### config.mk
export PLATFORM = sky130hd
export DESIGN_NAME = bbc_glue
export DESIGN_NICKNAME = d
export VERILOG_FILES = /design/src/design/bbc_bus_pkg.sv /design/src/design/bbc_video_pkg.sv /design/src/design/bbc_cycle_ctrl.sv /design/src/design/bbc_addr_decode.sv /design/src/design/bbc_sys_latch.sv /design/src/design/bbc_display_addr.sv /design/src/design/bbc_glue.sv
export VERILOG_INCLUDE_DIRS = /design/src /design/src/design
export SDC_FILE = /design/constraint.sdc
export NUM_CORES = 1
export LEC_CHECK = 0
export ABC_AREA = 1
export BUFFER_PORTS_ARGS = -buffer_cell sky130_fd_sc_hd__buf_2
export CAP_MARGIN = 30
export CELL_PAD_IN_SITES_DETAIL_PLACEMENT = 0
export CELL_PAD_IN_SITES_GLOBAL_PLACEMENT = 1
export CORE_UTILIZATION = 23
export DETAILED_ROUTE_END_ITERATION = 16
export PLACE_DENSITY = 0.8
export SETUP_SLACK_MARGIN = 0.05
export SYNTH_ARGS = -nofsm -noshare
export SYNTH_HDL_FRONTEND = slang
export SYNTH_SLANG_ARGS = --single-unit
### constraint.sdc
create_clock -name CLK32M_I -period 1.75 [get_ports CLK32M_I]
set_clock_uncertainty 0.2 [all_clocks]
set_input_delay 0.0875 -clock CLK32M_I [delete_from_list [all_inputs] [get_ports CLK32M_I]]
set_output_delay 0.0875 -clock CLK32M_I [all_outputs]
set_load 0.02 [all_outputs]
### src/design/bbc_params.svh
`ifndef BBC_PARAMS_SVH
`define BBC_PARAMS_SVH

// Processor bus
`define BBC_ADDR_W 16
`define BBC_DATA_W 8

// Video RAM address, 32 KB screen window in 15 bits
`define BBC_VADDR_W 15

// 32 MHz phase counter, one full turn per 1 MHz period
`define BBC_PHASE_W 5
`define BBC_PHASE_LAST 5'd31

`endif

### src/design/bbc_bus_pkg.sv
`include "bbc_params.svh"

package bbc_bus_pkg;

	// Processor bus words
	typedef logic [`BBC_ADDR_W-1:0] bus_addr_t;
	typedef logic [`BBC_DATA_W-1:0] bus_data_t;

	// One region or device per address
	typedef enum logic [3:0]
	{
		DEV_RAM,
		DEV_PAGED,
		DEV_MOS,
		DEV_FRED,
		DEV_JIM,
		DEV_CRTC,
		DEV_ACIA,
		DEV_SERPROC,
		DEV_VIDPROC,
		DEV_ROMSEL,
		DEV_SYSVIA,
		DEV_USERVIA,
		DEV_FDC,
		DEV_ADLC,
		DEV_ADC,
		DEV_TUBE
	} dev_sel_e;

	// Processor cycle pacing
	typedef enum logic
	{
		CYC_FAST,
		CYC_STRETCH
	} cyc_state_e;

endpackage

### src/design/bbc_video_pkg.sv
`include "bbc_params.svh"

package bbc_video_pkg;

	// Screen start after wrap, from latch bits 5:4
	typedef enum logic [1:0]
	{
		WRAP_4000 = 2'b00,
		WRAP_6000 = 2'b01,
		WRAP_3000 = 2'b10,
		WRAP_5800 = 2'b11
	} wrap_mode_e;

	// Address into video RAM
	typedef logic [`BBC_VADDR_W-1:0] vid_addr_t;

endpackage

### src/design/bbc_cycle_ctrl.sv
`timescale 1ns/1ns
`include "bbc_params.svh"

module bbc_cycle_ctrl
(
	input  logic CLK32M_I,
	input  logic rst_i,
	input  logic slow_access_i,
	output logic mhz4_clken_o,
	output logic mhz2_clken_o,
	output logic mhz1_clken_o,
	output logic cpu_clken_o,
	output logic mem_sync_o
);
	import bbc_bus_pkg::*;

	logic [`BBC_PHASE_W-1:0] phase;
	logic last_phase;
	logic mid_phase;
	logic mhz2;
	logic cpu_clk;
	cyc_state_e state;
	cyc_state_e state_next;

	// Free running 32 MHz phase, one turn per microsecond
	always_ff @(posedge CLK32M_I)
	begin
		if (rst_i)
		begin
			phase <= '0;
			state <= CYC_FAST;
		end
		else
		begin
			if (last_phase)
				phase <= '0;
			else
				phase <= phase + 1'b1;
			state <= state_next;
		end
	end

	assign last_phase = (phase == `BBC_PHASE_LAST);
	// Halfway point, where a 2 MHz cycle would normally end
	assign mid_phase = (phase == (`BBC_PHASE_LAST >> 1));

	assign mhz2 = &phase[3:0];

	// Slow peripherals hold the processor until the 1 MHz edge
	always_comb
	begin
		state_next = state;
		cpu_clk = 1'b0;
		case (state)
			CYC_FAST:
			begin
				if (mid_phase && slow_access_i)
					state_next = CYC_STRETCH;
				else
					cpu_clk = mhz2;
			end
			CYC_STRETCH:
			begin
				if (last_phase)
				begin
					cpu_clk = 1'b1;
					state_next = CYC_FAST;
				end
			end
		endcase
	end

	assign mhz4_clken_o = &phase[2:0];
	assign mhz2_clken_o = mhz2;
	assign mhz1_clken_o = last_phase;
	assign cpu_clken_o = cpu_clk;

	// Memory controller runs in step with the processor
	assign mem_sync_o = cpu_clk;

endmodule

### src/design/bbc_addr_decode.sv
`timescale 1ns/1ns

module bbc_addr_decode
(
	input  bbc_bus_pkg::bus_addr_t cpu_a_i,
	input  logic                   cpu_r_nw_i,
	input  logic                   rst_i,
	input  logic [3:0]             romsel_i,
	input  bbc_bus_pkg::bus_data_t mem_di_i,
	input  bbc_bus_pkg::bus_data_t crtc_do_i,
	input  bbc_bus_pkg::bus_data_t sys_via_do_i,
	input  bbc_bus_pkg::bus_data_t user_via_do_i,
	input  bbc_bus_pkg::bus_data_t adc_do_i,
	input  logic                   sys_via_irq_i,
	input  logic                   user_via_irq_i,
	output bbc_bus_pkg::dev_sel_e  dev_sel_o,
	output logic                   slow_access_o,
	output bbc_bus_pkg::bus_data_t cpu_di_o,
	output logic                   mem_we_o,
	output logic                   cpu_irq_n_o
);
	import bbc_bus_pkg::*;

	dev_sel_e sel;
	dev_sel_e sheila_sel;
	logic ram_write;

	// SHEILA page, FE00 to FEFF
	always_comb
	begin
		casez (cpu_a_i[7:0])
			8'b0000_0???: sheila_sel = DEV_CRTC;
			8'b0000_1???: sheila_sel = DEV_ACIA;
			8'b0001_????: sheila_sel = DEV_SERPROC;
			8'b0010_????: sheila_sel = DEV_VIDPROC;
			8'b0011_????: sheila_sel = DEV_ROMSEL;
			8'b010?_????: sheila_sel = DEV_SYSVIA;
			8'b011?_????: sheila_sel = DEV_USERVIA;
			8'b100?_????: sheila_sel = DEV_FDC;
			8'b101?_????: sheila_sel = DEV_ADLC;
			8'b110?_????: sheila_sel = DEV_ADC;
			default:      sheila_sel = DEV_TUBE;
		endcase
	end

	// Top level memory map
	always_comb
	begin
		if (!cpu_a_i[15])
			sel = DEV_RAM;
		else if (!cpu_a_i[14])
			sel = DEV_PAGED;
		else if (cpu_a_i[15:8] == 8'hfc)
			sel = DEV_FRED;
		else if (cpu_a_i[15:8] == 8'hfd)
			sel = DEV_JIM;
		else if (cpu_a_i[15:8] == 8'hfe)
			sel = sheila_sel;
		else
			sel = DEV_MOS;
	end

	// Devices on the 1 MHz bus
	always_comb
	begin
		case (sel)
			DEV_FRED, DEV_JIM, DEV_ACIA, DEV_SERPROC, DEV_SYSVIA,
			DEV_USERVIA, DEV_FDC, DEV_ADLC, DEV_ADC:
				slow_access_o = 1'b1;
			default:
				slow_access_o = 1'b0;
		endcase
	end

	// Read data back to the processor
	always_comb
	begin
		case (sel)
			DEV_RAM, DEV_PAGED, DEV_MOS: cpu_di_o = mem_di_i;
			DEV_CRTC:                    cpu_di_o = crtc_do_i;
			// ACIA stub reports transmit empty
			DEV_ACIA:                    cpu_di_o = 8'h02;
			DEV_SYSVIA:                  cpu_di_o = sys_via_do_i;
			DEV_USERVIA:                 cpu_di_o = user_via_do_i;
			DEV_ADC:                     cpu_di_o = adc_do_i;
			default:                     cpu_di_o = 8'h00;
		endcase
	end

	// Sideways RAM only in banks 0 to 7
	assign ram_write = (sel == DEV_RAM) || ((sel == DEV_PAGED) && !romsel_i[3]);
	assign mem_we_o = !rst_i && !cpu_r_nw_i && ram_write;

	// Either VIA pulls the shared IRQ line low
	assign cpu_irq_n_o = !(sys_via_irq_i || user_via_irq_i);

	assign dev_sel_o = sel;

endmodule

### src/design/bbc_sys_latch.sv
`timescale 1ns/1ns

module bbc_sys_latch
(
	input  logic                     CLK32M_I,
	input  logic                     rst_i,
	input  bbc_bus_pkg::dev_sel_e    dev_sel_i,
	input  logic                     cpu_r_nw_i,
	input  logic                     cpu_clken_i,
	input  bbc_bus_pkg::bus_data_t   cpu_do_i,
	input  logic [3:0]               sys_pb_i,
	output logic [3:0]               romsel_o,
	output bbc_video_pkg::wrap_mode_e wrap_mode_o,
	output logic                     sound_we_n_o,
	output logic                     speech_wr_n_o,
	output logic                     speech_rd_n_o,
	output logic                     kb_autoscan_n_o,
	output logic                     caps_led_n_o,
	output logic                     shift_led_n_o
);
	import bbc_bus_pkg::*;
	import bbc_video_pkg::*;

	logic [3:0] romsel;
	logic [7:0] latch;

	always_ff @(posedge CLK32M_I)
	begin
		if (rst_i)
		begin
			romsel <= '0;
			latch <= '0;
		end
		else
		begin
			// PB2..0 pick the bit, PB3 is its new value
			latch[sys_pb_i[2:0]] <= sys_pb_i[3];
			if (dev_sel_i == DEV_ROMSEL && !cpu_r_nw_i && cpu_clken_i)
				romsel <= cpu_do_i[3:0];
		end
	end

	assign romsel_o = romsel;

	assign sound_we_n_o = latch[0];
	assign speech_wr_n_o = latch[1];
	assign speech_rd_n_o = latch[2];
	assign kb_autoscan_n_o = latch[3];
	// Screen size for hardware scroll wrap
	assign wrap_mode_o = wrap_mode_e'(latch[5:4]);
	assign caps_led_n_o = latch[6];
	assign shift_led_n_o = latch[7];

endmodule

### src/design/bbc_display_addr.sv
`timescale 1ns/1ns

module bbc_display_addr
(
	input  logic [13:0]               crtc_ma_i,
	input  logic [2:0]                crtc_ra_i,
	input  bbc_video_pkg::wrap_mode_e wrap_mode_i,
	output bbc_video_pkg::vid_addr_t  vid_adr_o
);
	import bbc_video_pkg::*;

	logic [3:0] offset;
	logic [3:0] nibble;

	// Offset that folds the screen back below 8000
	always_comb
	begin
		case (wrap_mode_i)
			WRAP_4000: offset = 4'd8;
			WRAP_6000: offset = 4'd12;
			WRAP_3000: offset = 4'd6;
			WRAP_5800: offset = 4'd11;
		endcase
	end

	// MA12 marks an address past the top of memory
	always_comb
	begin
		if (crtc_ma_i[12])
			nibble = crtc_ma_i[11:8] + offset;
		else
			nibble = crtc_ma_i[11:8];
	end

	// Teletext screen lives at 3C00 or 7C00, one byte per character
	always_comb
	begin
		if (crtc_ma_i[13])
			vid_adr_o = {nibble[3], 4'b1111, crtc_ma_i[9:0]};
		else
			vid_adr_o = {nibble, crtc_ma_i[7:0], crtc_ra_i};
	end

endmodule

### src/design/bbc_glue.sv
`timescale 1ns/1ns

module bbc_glue
(
	input  logic                      CLK32M_I,
	input  logic                      rst_i,
	input  bbc_bus_pkg::bus_addr_t    cpu_a_i,
	input  bbc_bus_pkg::bus_data_t    cpu_do_i,
	input  logic                      cpu_r_nw_i,
	output bbc_bus_pkg::bus_data_t    cpu_di_o,
	output logic                      cpu_irq_n_o,
	output bbc_bus_pkg::bus_addr_t    mem_adr_o,
	output bbc_bus_pkg::bus_data_t    mem_do_o,
	input  bbc_bus_pkg::bus_data_t    mem_di_i,
	output logic                      mem_we_o,
	output logic                      mem_sync_o,
	output logic [3:0]                romsel_o,
	input  bbc_bus_pkg::bus_data_t    crtc_do_i,
	input  logic [13:0]               crtc_ma_i,
	input  logic [2:0]                crtc_ra_i,
	output bbc_video_pkg::vid_addr_t  vid_adr_o,
	input  bbc_bus_pkg::bus_data_t    sys_via_do_i,
	input  bbc_bus_pkg::bus_data_t    user_via_do_i,
	input  bbc_bus_pkg::bus_data_t    adc_do_i,
	input  logic                      sys_via_irq_i,
	input  logic                      user_via_irq_i,
	input  logic [3:0]                sys_pb_i,
	output logic                      sound_we_n_o,
	output logic                      speech_wr_n_o,
	output logic                      speech_rd_n_o,
	output logic                      kb_autoscan_n_o,
	output logic                      caps_led_n_o,
	output logic                      shift_led_n_o,
	output bbc_bus_pkg::dev_sel_e     dev_sel_o,
	output logic                      mhz4_clken_o,
	output logic                      mhz2_clken_o,
	output logic                      mhz1_clken_o,
	output logic                      cpu_clken_o
);
	import bbc_video_pkg::*;

	logic slow_access;
	wrap_mode_e wrap_mode;

	bbc_cycle_ctrl u_cycle_ctrl
	(
		.CLK32M_I      (CLK32M_I),
		.rst_i         (rst_i),
		.slow_access_i (slow_access),
		.mhz4_clken_o  (mhz4_clken_o),
		.mhz2_clken_o  (mhz2_clken_o),
		.mhz1_clken_o  (mhz1_clken_o),
		.cpu_clken_o   (cpu_clken_o),
		.mem_sync_o    (mem_sync_o)
	);

	bbc_addr_decode u_addr_decode
	(
		.cpu_a_i        (cpu_a_i),
		.cpu_r_nw_i     (cpu_r_nw_i),
		.rst_i          (rst_i),
		.romsel_i       (romsel_o),
		.mem_di_i       (mem_di_i),
		.crtc_do_i      (crtc_do_i),
		.sys_via_do_i   (sys_via_do_i),
		.user_via_do_i  (user_via_do_i),
		.adc_do_i       (adc_do_i),
		.sys_via_irq_i  (sys_via_irq_i),
		.user_via_irq_i (user_via_irq_i),
		.dev_sel_o      (dev_sel_o),
		.slow_access_o  (slow_access),
		.cpu_di_o       (cpu_di_o),
		.mem_we_o       (mem_we_o),
		.cpu_irq_n_o    (cpu_irq_n_o)
	);

	bbc_sys_latch u_sys_latch
	(
		.CLK32M_I        (CLK32M_I),
		.rst_i           (rst_i),
		.dev_sel_i       (dev_sel_o),
		.cpu_r_nw_i      (cpu_r_nw_i),
		.cpu_clken_i     (cpu_clken_o),
		.cpu_do_i        (cpu_do_i),
		.sys_pb_i        (sys_pb_i),
		.romsel_o        (romsel_o),
		.wrap_mode_o     (wrap_mode),
		.sound_we_n_o    (sound_we_n_o),
		.speech_wr_n_o   (speech_wr_n_o),
		.speech_rd_n_o   (speech_rd_n_o),
		.kb_autoscan_n_o (kb_autoscan_n_o),
		.caps_led_n_o    (caps_led_n_o),
		.shift_led_n_o   (shift_led_n_o)
	);

	bbc_display_addr u_display_addr
	(
		.crtc_ma_i   (crtc_ma_i),
		.crtc_ra_i   (crtc_ra_i),
		.wrap_mode_i (wrap_mode),
		.vid_adr_o   (vid_adr_o)
	);

	// Memory sees the processor bus directly
	assign mem_adr_o = cpu_a_i;
	assign mem_do_o = cpu_do_i;

endmodule

## Word level (Yosys, flattened, before mapping)

Memories as Yosys holds them, arrays and structs flattened.
Cells that the tools add are included.

- Memories kept: 1
- Output and inout port bits: 68
- Input port bits: 90
- ROM bits: 16
- Flip-flop bits (word level): 18
- Logic and storage cells: 74

Memory list:

| memory | words | bits a word | read ports | clocked after Yosys merged registers in | write ports | RTL line | RTL |
|---|---|---|---|---|---|---|---|
| (no name shown) | 16 | 1 | 1 | 0 | 0 | bbc_addr_decode.sv:66 | `case (sel)` |

- Reduce and logical (&&, ||, !) cells: 20
- Multiplexer cells: 19
- Bitwise gates (word level): 1
- $lt $le $gt $ge: 2
- Add/sub/neg operators: 2
- Equal/unequal tests: 25

Operator list:

| kind | number |
|---|---|
| $pmux W8 S6 | 1 |
| $pmux W4 S10 | 1 |
| $eq A8 B8 Y1 const B | 3 |
| $mux W4 | 6 |
| $eq A4 B4 Y1 const B | 4 |
| $pmux W4 S4 | 1 |
| $mux W14 | 1 |
| $eq A4 B2 Y1 const B | 3 |
| $eq A3 B3 Y1 const B | 3 |
| $bwmux W8 | 1 |
| $eq A4 B1 Y1 const B | 2 |
| $eq A4 B3 Y1 const B | 2 |
| $logic_and A1 B1 Y1 | 7 |
| $eq A3 B2 Y1 const B | 2 |
| $add A5 B1 Y5 const B | 1 |
| $eq A5 B1 Y1 const B | 1 |
| $eq A5 B4 Y1 const B | 1 |
| $eq A5 B5 Y1 const B | 1 |
| $logic_not A5 Y1 | 1 |
| $mux W1 | 5 |
| $add A4 B4 Y4 | 1 |
| $eq A2 B2 Y1 const B | 2 |
| $logic_not A1 Y1 | 4 |
| $logic_not A4 Y1 | 1 |
| 12 further kinds | 14 |

## Logic depth before layout (Yosys ltp)

Gate-level depths: netlist of run 1.
An unclocked memory read counts as a cell.

- Depth after elaboration: 12
- Gate-level depth with buffers: 15
- Depth with buffers taken out: 15

## By module

Synthesis of run 1 repeated with hierarchy kept, for this count alone.

- Cells, all modules: 370
- Area, all modules: 2218.4 um^2

By module, submodules not included:

| module | cells an instance | sequential area each (um^2) | area each (um^2) | instances |
|---|---|---|---|---|
| bbc_addr_decode | 157 | 0.0 | 844.6 | 1 |
| bbc_sys_latch | 85 | 240.2 | 568.0 | 1 |
| bbc_display_addr | 69 | 0.0 | 341.6 | 1 |
| bbc_cycle_ctrl | 35 | 120.1 | 284.0 | 1 |
| bbc_glue | 24 | 0.0 | 180.2 | 1 |

## Least setup slack after synthesis of run 1

OpenSTA, ideal clock, no wires.

- Path type: register to output
- Start: register u_sys_latch.latch[4]
- End: output vid_adr_o[14]
- Required time: 1462 ps
- Path buffers: 0
- Setup slack: -451 ps
- Arrival time: 1913 ps
- Cell stages (with the launch flop): 12
- Path through: dfxtp_1 -> inv_1 -> ha_1 -> nor2_1 -> inv_1 -> ha_1 -> nand2_1 -> nor2_1 -> a211oi_1 -> nor2_1 -> nor2_1 -> xor2_1

- Cells in the longest elaborated chain, start to end: 4
- Elaborated cells on any way between the ends: 7
- Those cells by class: add/sub (1); eq/ne (3); mux (2); reduce/logical (1)

RTL lines:

| element | RTL line | RTL |
|---|---|---|
| start, declared | bbc_sys_latch.sv:25 | `logic [7:0] latch;` |
| start signal, assigned by index | bbc_sys_latch.sv:37 | `latch[sys_pb_i[2:0]] <= sys_pb_i[3];` |
| $eq A2 B2 Y1, or another cell as far along | bbc_display_addr.sv:18 | `case (wrap_mode_i)` |
| $pmux W4 S4 (*) | bbc_display_addr.sv:18 |  |
| $add A4 B4 Y4 (*) | bbc_display_addr.sv:30 | `nibble = crtc_ma_i[11:8] + offset;` |
| $mux W4 (*) | bbc_display_addr.sv:29 | `if (crtc_ma_i[12])` |
| end, declared | bbc_glue.sv:21 | `output bbc_video_pkg::vid_addr_t vid_adr_o,` |

Mark *: on every way between the ends. The rest lies on a longest branch, timed or not.

## Final worst setup path of run 1

Ends and elaborated chain as after synthesis.

==> impl_metrics.py, run 1 <==
metrics = {
    "logic_synthesis": {
        "async_reset_ff_share_pct": 0,
        "netlist_area_um2": 2000,
        "synth_seq_cells": 18,
        "synth_commonest_cells": "nand2_1 (80), inv_1 (39), nand3_1 (28)",
        "ys_seq_area_share_pct": 18.0,
        "yosys-top-cells-area": "dfxtp_1 (18%), nand2_1 (15%), buf_4 (9.4%), inv_1 (7.3%), nand3_1 (7.0%)",
        "synth_top_area_cell": "dfxtp_1",
        "synth_edf_count": 0,
        "syn_inst": 310,
        "yosysUniqueCellTypes": 35,
        "yosysTopAreaCellShare_pct": 18.0,
        "ys.flop_type": "dfxtp_1",
        "syn_avg_cell_area_um2": 6.46,
        "synth_fp_nets": 410,
        "synth_most_common_cell": "nand2_1",
        "yosysWarningCount": 0,
    },
    "route": {
        "drt_iter0_drc": 21,
        "wire_per_inst_um": 11.3,
        "via_per_inst": 4.39,
        "ant_nets": 0,
        "wirelength_um": 6630,
        "vias": 2582,
        "dr.pass1.iters": 4,
        "drc": 0,
    },
    "cts": {
        "cts_root_buf": "clkbuf_8",
        "clkTransAtPathRegs_ns": 0.07,
        "cts_sinks": 18,
        "clock_latency_ns": 0.26,
        "cts_made_buffers": 3,
        "cts_buffer_depth": 2,
        "cts_tree": "yes",
        "h-tree-depth": 1,
    },
    "grt": {
        "grt_max_degree": 14,
        "grt_pass1_vias": 2498,
        "grt-ovfl-total": 0,
        "antenna_found_initial": 0,
        "grt.total_usage_pct": 14.3,
        "grt_pass1_wl_um": 10300,
    },
    "floorplan": {
        "die_w_um": 95.3,
        "coreArea_um2": 8300,
        "dieHeight_um": 95.3,
        "fp-row-count": 33,
        "die_area_um2": 9080,
        "start_util_pct": 24.1,
        "ios": 158,
    },
    "sta": {
        "hold_slack_ns": 0.0281,
        "slew_violations": 0,
        "timing.final.ws_setup_ns": -0.549,
        "hold_viol": 0,
        "tightestPinTransition_ns": 0.333,
        "fmax_mhz": 435,
        "rsz0062_at_grt": "yes",
        "max_slew_margin_pct": 77.7,
        "setup-violations-final": 17,
        "period_minus_slack_ns": 2.30,
        "fin_crit_sh_pct": 131,
    },
    "final_layout": {
        "final_cell_area_um2": 3680,
        "areaGrowthSynthToFinish_pct": 84.1,
        "diodes": 0,
        "final_layout_size_suffix_gt1_share_pct": 58.2,
        "regArea_um2": 368,
        "fin_nets": 584,
        "multi_input_area_um2": 1590,
        "fill_cells": 846,
        "finalNonFillerCells": 588,
    },
    "setup_path": {
        "arrival_ns": 2.01,
        "worstSetupEndpointType": "primary output",
        "worstSetupPathType": "reg -> out",
        "worstPathMaxFanout": 2,
        "required_ns": 1.46,
        "rrSetupSlack_ns": -0.03,
        "crit_path_start_kind": "flop",
    },
    "power_and_ir_drop": {
        "finalPower_mw": 1.45,
        "p_leak_nw": 1.89,
        "power.density_nw_per_um2": 393,
        "vdd_drop_max_v": 0.000152,
    },
    "run_status": {
        "status": "finished, violations left",
        "violations": "negative setup slack",
    },
    "placed_design": {
        "dp.cells": 554,
        "portBuffers": 143,
        "gp_congestion": 0.748,
        "post-place-ws_ns": -0.251,
        "dp_hpwl_um": 5130,
        "placed_area_um2": 2970,
    },
    "flow_run": {
        "maxCapViolCount": 0,
    },
    "worst_hold_path": {
        "hold_path.class": "in -> reg",
    },
}
-- cell usage in the layout (no fill, tap or decap), types with 10 or more instances in the layout --
cell and count:
nand3_1 23, inv_2 10, dfxtp_1 14, buf_4 32, buf_2 118, nand2_1 67, o21ai_0 11, dlygate4sd3_1 15
inv_1 29, nand2_2 16, nor2_1 14, a21oi_1 14, buf_6 27
-- sequential cells by signal, summed over array words and instances, names as in the netlist --
signal                cells
u_sys_latch.romsel_o      4
u_cycle_ctrl.state        1
u_sys_latch.latch         8
u_cycle_ctrl.phase        5
-- where the power goes --
part           internal (mW)  switching (mW)
Sequential             0.426          0.0128
Clock                  0.200           0.143
Combinational          0.315           0.352
Total                  0.941           0.508
-- stage by stage --
step	util [%]	setup TNS (ns)
2_1_floorplan	-	-0.175
3_3_place_gp	35.8	-2.05
3_5_place_dp	35.8	-2.47
4_1_cts	42.6	-2.22
5_1_grt	44.4	-4.31
6_report	44.4	-2.48
-- layer usage --
| metal | track usage, % | up-vias | wire, um | part of all wire [%] |
|---|---|---|---|---|
| met2 | 29.6 | 122 | 3650 | 55 |
| li1 | - | 1321 | - | - |
| met1 | 13.8 | 1135 | 2320 | 35 |
| met5 | 0 | - | 0 | 0 |
| met3 | 2.15 | 4 | 587 | 8.9 |
| met4 | 5.56 | 0 | 76 | 1.1 |
-- worst paths after layout --
kind / from / to / depth (start not counted)
worst min-delay path: sys_pb_i[3] / u_sys_latch.latch[0]$_SDFFE_PP0P_ / 3
worst max-delay path: u_sys_latch.latch[4]$_SDFFE_PP0P_ / vid_adr_o[14] / 12
worst min register to register: u_sys_latch.latch[7]$_SDFFE_PP0P_ / u_sys_latch.latch[7]$_SDFFE_PP0P_ / 2
worst max register to register: u_cycle_ctrl.phase[1]$_SDFF_PP0_ / u_sys_latch.romsel_o[3]$_SDFFE_PP0P_ / 12
-- cell type report --
type / instances / area share, %
well taps: 105 / 3.57
repair buffers: 196 / 36.8
inverters: 46 / 5.16
multi-input cells: 219 / 43.0
flip-flops and latches: 18 / 9.98
clock buffers: 4 / 1.49
-- timing repair --
action,4_1_cts,5_1_grt
gates resized for setup,72,35
hold buffers,16,0
endpoints found under the hold margin,20,0
buffers inserted,9,6
setup endpoints to repair,18,20
pin swaps,34,41
-- logic make-up (layout without fill, tap and decap cells) --
group,after synthesis,in the layout,synth area share (%)
DFF,18,18,18.0
AOI/OAI and AO/OA,40,40,12.1
and+or+nand+nor,167,167,44.1
adders and majority gates,10,10,6.63
buffers and inverters,73,246,18.4
xor gates and xnor gates,2,2,0.875
-- critical path, cell delays in order (launching register included) --
cell and delay (ns):
dfxtp_2 0.36, inv_2 0.06, ha_4 0.16, nor2_4 0.11, inv_2 0.05, ha_4 0.21, nand2_2 0.06, nor2_2 0.03
a211oi_2 0.21, nor2_1 0.08, nor2_2 0.14, xor2_2 0.16, buf_6 0.13
No activity file was read; power rests on OpenSTA's default activity.
==> run 2, diff against run 1 <==
PLACE_DENSITY = 0.76   (was 0.8)
==> impl_metrics.py, run 2 (same netlist as run 1, synthesis figures left out) <==
metrics = {
    "grt": {
        "grt_pass1_vias": 2380,
        "grt_max_degree": 14,
        "grt_pass1_wl_um": 9930,
        "grt.total_usage_pct": 13.7,
        "grt-ovfl-total": 0,
        "antenna_found_initial": 0,
    },
    "worst_hold_path": {
        "min_from": "sys_pb_i[3]",
        "whs_path_depth": 3,
        "hold_path.class": "in -> reg",
        "hold_path_end": "u_sys_latch.latch[4]$_SDFFE_PP0P_",
    },
    "route": {
        "dr.pass1.iters": 4,
        "wirelength_um": 6630,
        "via_per_inst": 4.36,
        "wire_per_inst_um": 11.3,
        "drt_iter0_drc": 47,
        "ant_nets": 0,
        "drc": 0,
        "vias": 2557,
    },
    "cts": {
        "clkTransAtPathRegs_ns": 0.06,
        "cts_tree": "yes",
        "h-tree-depth": 1,
        "cts_made_buffers": 3,
        "cts_sinks": 18,
        "cts_root_buf": "clkbuf_8",
        "clock_latency_ns": 0.24,
        "cts_buffer_depth": 2,
    },
    "sta": {
        "period_minus_slack_ns": 2.28,
        "fmax_mhz": 439,
        "tns_ns": -2.07,
        "tightestPinTransition_ns": 0.333,
        "rsz0062_at_grt": "yes",
        "timing.final.ws_setup_ns": -0.528,
        "fin_crit_sh_pct": 130,
        "slew_violations": 0,
        "setup-violations-final": 13,
        "max_slew_margin_pct": 77.6,
        "hold_viol": 0,
    },
    "setup_path": {
        "worstSetupEndpointType": "primary output",
        "worstSetupPathType": "reg -> out",
        "required_ns": 1.46,
        "r2r_end": "u_sys_latch.romsel_o[3]$_SDFFE_PP0P_",
        "r2r_start": "u_cycle_ctrl.phase[1]$_SDFF_PP0_",
        "worstPathMaxFanout": 3,
        "reg2reg_depth": 12,
        "rrSetupSlack_ns": 0.01,
        "crit_path_start_kind": "flop",
        "arrival_ns": 1.99,
    },
    "run_status": {
        "violations": "negative setup slack",
        "status": "finished, violations left",
    },
    "final_layout": {
        "final_cell_area_um2": 3700,
        "final_layout_size_suffix_gt1_share_pct": 58.6,
        "largest_reg_flops": 8,
        "final_cell_mix": "buf_2 (117), nand2_1 (67), inv_1 (31), buf_4 (31), buf_6 (26)",
        "areaGrowthSynthToFinish_pct": 85.1,
        "largest-register": "u_sys_latch.latch",
        "diodes": 0,
        "final_common_cell": "buf_2",
        "fin_nets": 583,
    },
    "placed_design": {
        "gp_congestion": 0.816,
        "dp_hpwl_um": 5140,
        "placed_area_um2": 2950,
        "portBuffers": 143,
    },
    "flow_run": {
        "maxCapViolCount": 0,
    },
    "floorplan": {
        "die_w_um": 95.3,
        "start_util_pct": 24.1,
        "ios": 158,
        "coreArea_um2": 8300,
        "die_area_um2": 9080,
        "dieHeight_um": 95.3,
        "fp-row-count": 33,
    },
    "power_and_ir_drop": {
        "finalPower_mw": 1.40,
        "power.density_nw_per_um2": 378,
        "vdd_drop_max_v": 0.000198,
        "p_leak_nw": 1.94,
    },
}
-- run 2: changes by cell type in the layout (fill, tap and decap cells not counted), sizes merged --
cell / delta
buf: -1
clkbuf: -1
-- run 2: report_power, final --
part	total, mW	switching, mW	internal [mW]
registers	0.438	0.0126	0.426
logic	0.682	0.357	0.326
clock network	0.279	0.127	0.152
-- run 2: worst max path at each step --
stage | slack, ns | from | end | cells after the start
final | -0.53 | u_sys_latch.latch[4]$_SDFFE_PP0P_ | vid_adr_o[14] | 12
after global placement | -0.23 | u_sys_latch.latch[4]$_SDFFE_PP0P_ | vid_adr_o[14] | 12
after CTS | -0.57 | u_sys_latch.latch[4]$_SDFFE_PP0P_ | vid_adr_o[14] | 13
after floorplan | -0.17 | u_sys_latch.latch[4]$_SDFFE_PP0P_ | vid_adr_o[14] | 12
after detailed placement | -0.29 | u_sys_latch.latch[4]$_SDFFE_PP0P_ | vid_adr_o[14] | 13
after global routing | -0.64 | u_sys_latch.latch[4]$_SDFFE_PP0P_ | vid_adr_o[14] | 12
-- run 2: timing repair --
item / 4_1_cts / 5_1_grt
setup endpoints to repair: 15 / 19
buffers inserted: 11 / 7
hold endpoints to repair: 20 / 0
pin swaps: 32 / 34
hold buffers: 15 / 0
resized for setup: 76 / 45
-- run 2: metrics by stage --
step	setup WS, ns	hold slack (ns)	util [%]	instances
after floorplan	-0.175	-0.0434	-	310
after global placement	-0.226	-0.0249	35.5	552
after detailed placement	-0.288	-0.0249	35.5	552
after CTS	-0.568	0.0292	41.9	580
after global routing	-0.641	0.0574	44.6	586
final	-0.528	0.0287	44.6	586
-- run 2: area by class of cell --
| cell class | instances | area [um^2] |
|---|---|---|
| Sequential cell | 18 | 368 |
| Multi-Input combinational cell | 219 | 1620 |
| Clock buffer | 3 | 41.3 |
| Tap cell | 105 | 131 |
| Inverter | 46 | 190 |
| Timing Repair Buffer | 195 | 1350 |
| Fill cell | 846 | 4590 |
-- run 2: per-layer routing --
layer / routed length, um / global-route usage [%] / vias to the layer above
li1: - / - / 1317
met1: 2490 / 14.1 / 1109
met2: 3530 / 27.9 / 129
met3: 589 / 2.87 / 2
met4: 24 / 2.90 / 0
met5: 0 / 0 / -
-- run 2: critical path: stages, from the launching register on --
cell and delay [ns]:
dfxtp_2 0.35, inv_2 0.05, ha_4 0.26, inv_2 0.04
ha_4 0.27, nand2_1 0.05, nor2_1 0.12, a211oi_2 0.06
nand2_1 0.06, nand2_1 0.05, nor2_2 0.15, xor2_2 0.15
buf_6 0.13
==> run 3, diff against run 2 <==
PLACE_DENSITY = 0.87   (was 0.76)
==> impl_metrics.py, run 3 (same netlist as run 1, synthesis figures left out) <==
metrics = {
    "cts": {
        "cts_sinks": 18,
        "cts_made_buffers": 3,
        "cts_root_buf": "clkbuf_8",
        "cts_tree": "yes",
        "cts_buffer_depth": 2,
        "clock_latency_ns": 0.25,
        "clkTransAtPathRegs_ns": 0.07,
        "h-tree-depth": 1,
    },
    "sta": {
        "rsz0062_at_grt": "yes",
        "fmax_mhz": 431,
        "period_minus_slack_ns": 2.32,
        "tns_ns": -2.27,
        "timing.final.ws_setup_ns": -0.570,
        "hold_viol": 0,
        "fin_crit_sh_pct": 133,
        "max_slew_margin_pct": 78.1,
        "slew_violations": 0,
        "setup-violations-final": 16,
        "hold_slack_ns": 0.0182,
        "tightestPinTransition_ns": 0.326,
    },
    "setup_path": {
        "worstSetupPathType": "reg -> out",
        "required_ns": 1.46,
        "worstPathMaxFanout": 2,
        "r2r_start": "u_cycle_ctrl.phase[1]$_SDFF_PP0_",
        "worstSetupEndpointType": "primary output",
        "reg2reg_depth": 12,
        "crit_path_start_kind": "flop",
        "arrival_ns": 2.03,
        "critPathLaunch": "u_sys_latch.latch[4]$_SDFFE_PP0P_",
    },
    "power_and_ir_drop": {
        "power.density_nw_per_um2": 404,
        "p_leak_nw": 1.91,
        "finalPower_mw": 1.45,
        "vdd_drop_max_v": 0.000121,
    },
    "final_layout": {
        "final_cell_mix": "buf_2 (119), nand2_1 (67), buf_4 (35)",
        "areaGrowthSynthToFinish_pct": 78.9,
        "diodes": 0,
        "fill_cells": 859,
        "largest_reg_flops": 8,
        "final_common_cell": "buf_2",
        "final_layout_size_suffix_gt1_share_pct": 56.6,
        "fin_nets": 583,
        "fin_util_pct": 43.1,
        "largest-register": "u_sys_latch.latch",
    },
    "flow_run": {
        "maxCapViolCount": 0,
    },
    "grt": {
        "grt_pass1_wl_um": 10100,
        "grt_pass1_vias": 2412,
        "grt.total_usage_pct": 13.9,
        "antenna_found_initial": 0,
        "grt-ovfl-total": 0,
        "grt_max_degree": 14,
    },
    "floorplan": {
        "die_area_um2": 9080,
        "start_util_pct": 24.1,
        "ios": 158,
        "dieHeight_um": 95.3,
        "die_w_um": 95.3,
        "coreArea_um2": 8300,
        "fp-row-count": 33,
    },
    "route": {
        "drt_iter0_drc": 33,
        "ant_nets": 0,
        "dr.pass1.iters": 4,
        "drc": 0,
        "vias": 2547,
        "wire_per_inst_um": 11.2,
        "wirelength_um": 6590,
        "via_per_inst": 4.34,
    },
    "placed_design": {
        "gp_congestion": 0.786,
        "portBuffers": 143,
        "post-place-ws_ns": -0.262,
        "dp_hpwl_um": 5080,
    },
    "run_status": {
        "violations": "negative setup slack",
        "status": "finished, violations left",
    },
    "worst_hold_path": {
        "hold_path.class": "in -> reg",
        "whs_path_depth": 3,
        "min_from": "sys_pb_i[3]",
    },
}
-- run 3: changes by cell type in the layout (fill, tap and decap cells not counted), sizes merged --
cell    before  now
clkbuf       3    4
-- run 3: where the power goes --
group          total [mW]  switching [mW]  internal [mW]
Combinational       0.657           0.347          0.310
Sequential          0.439          0.0132          0.425
Clock               0.350           0.150          0.200
-- run 3: final cells by class --
class	instances	area, um^2	share of cell area (%)
well taps	105	131	3.67
repair buffers	195	1310	36.5
inverters	46	183	5.10
clock buffers	4	55.1	1.54
multi-input cells	219	1540	42.9
flip-flops and latches	18	368	10.3
-- run 3: timing repair --
item / CTS / global route
setup endpoints to repair: 14 / 20
resized for setup: 58 / 31
hold endpoints to repair: 20 / 0
setup buffers: 9 / 9
hold buffers: 16 / 0
pin swaps: 32 / 29
-- run 3: per-layer routing --
metal / global-route usage (%) / wire (um) / vias to the layer above
li1: - / - / 1315
met1: 12.9 / 2310 / 1095
met2: 30.4 / 3670 / 132
met3: 2.15 / 547 / 5
met4: 3.03 / 58 / 0
met5: 0 / 0 / -
-- run 3: final timing paths --
path	slack (ns)	end
max	-0.57	vid_adr_o[14]
min	0.02	u_sys_latch.latch[0]$_SDFFE_PP0P_
max reg2reg	-0.01	u_sys_latch.romsel_o[1]$_SDFFE_PP0P_
min reg2reg	0.24	u_sys_latch.latch[7]$_SDFFE_PP0P_
-- run 3: worst max-delay path: stages, from the launching register on --
cell      delay, ns
dfxtp_2        0.36
inv_2          0.06
ha_4           0.16
nor2_4         0.09
inv_1          0.05
ha_1           0.27
nand2_1        0.07
nor2_1         0.05
a211oi_2       0.17
nand2_1        0.07
nand2_1        0.07
nor2_2         0.05
xor2_2         0.16
buf_4          0.15
-- run 3: metrics by stage --
| step | cell area [um^2] | cells |
|---|---|---|
| after floorplan | 2140 | 310 |
| after global placement | 2950 | 552 |
| after detailed placement | 2950 | 552 |
| after CTS | 3440 | 581 |
| after global routing | 3580 | 587 |
| final | 3580 | 587 |
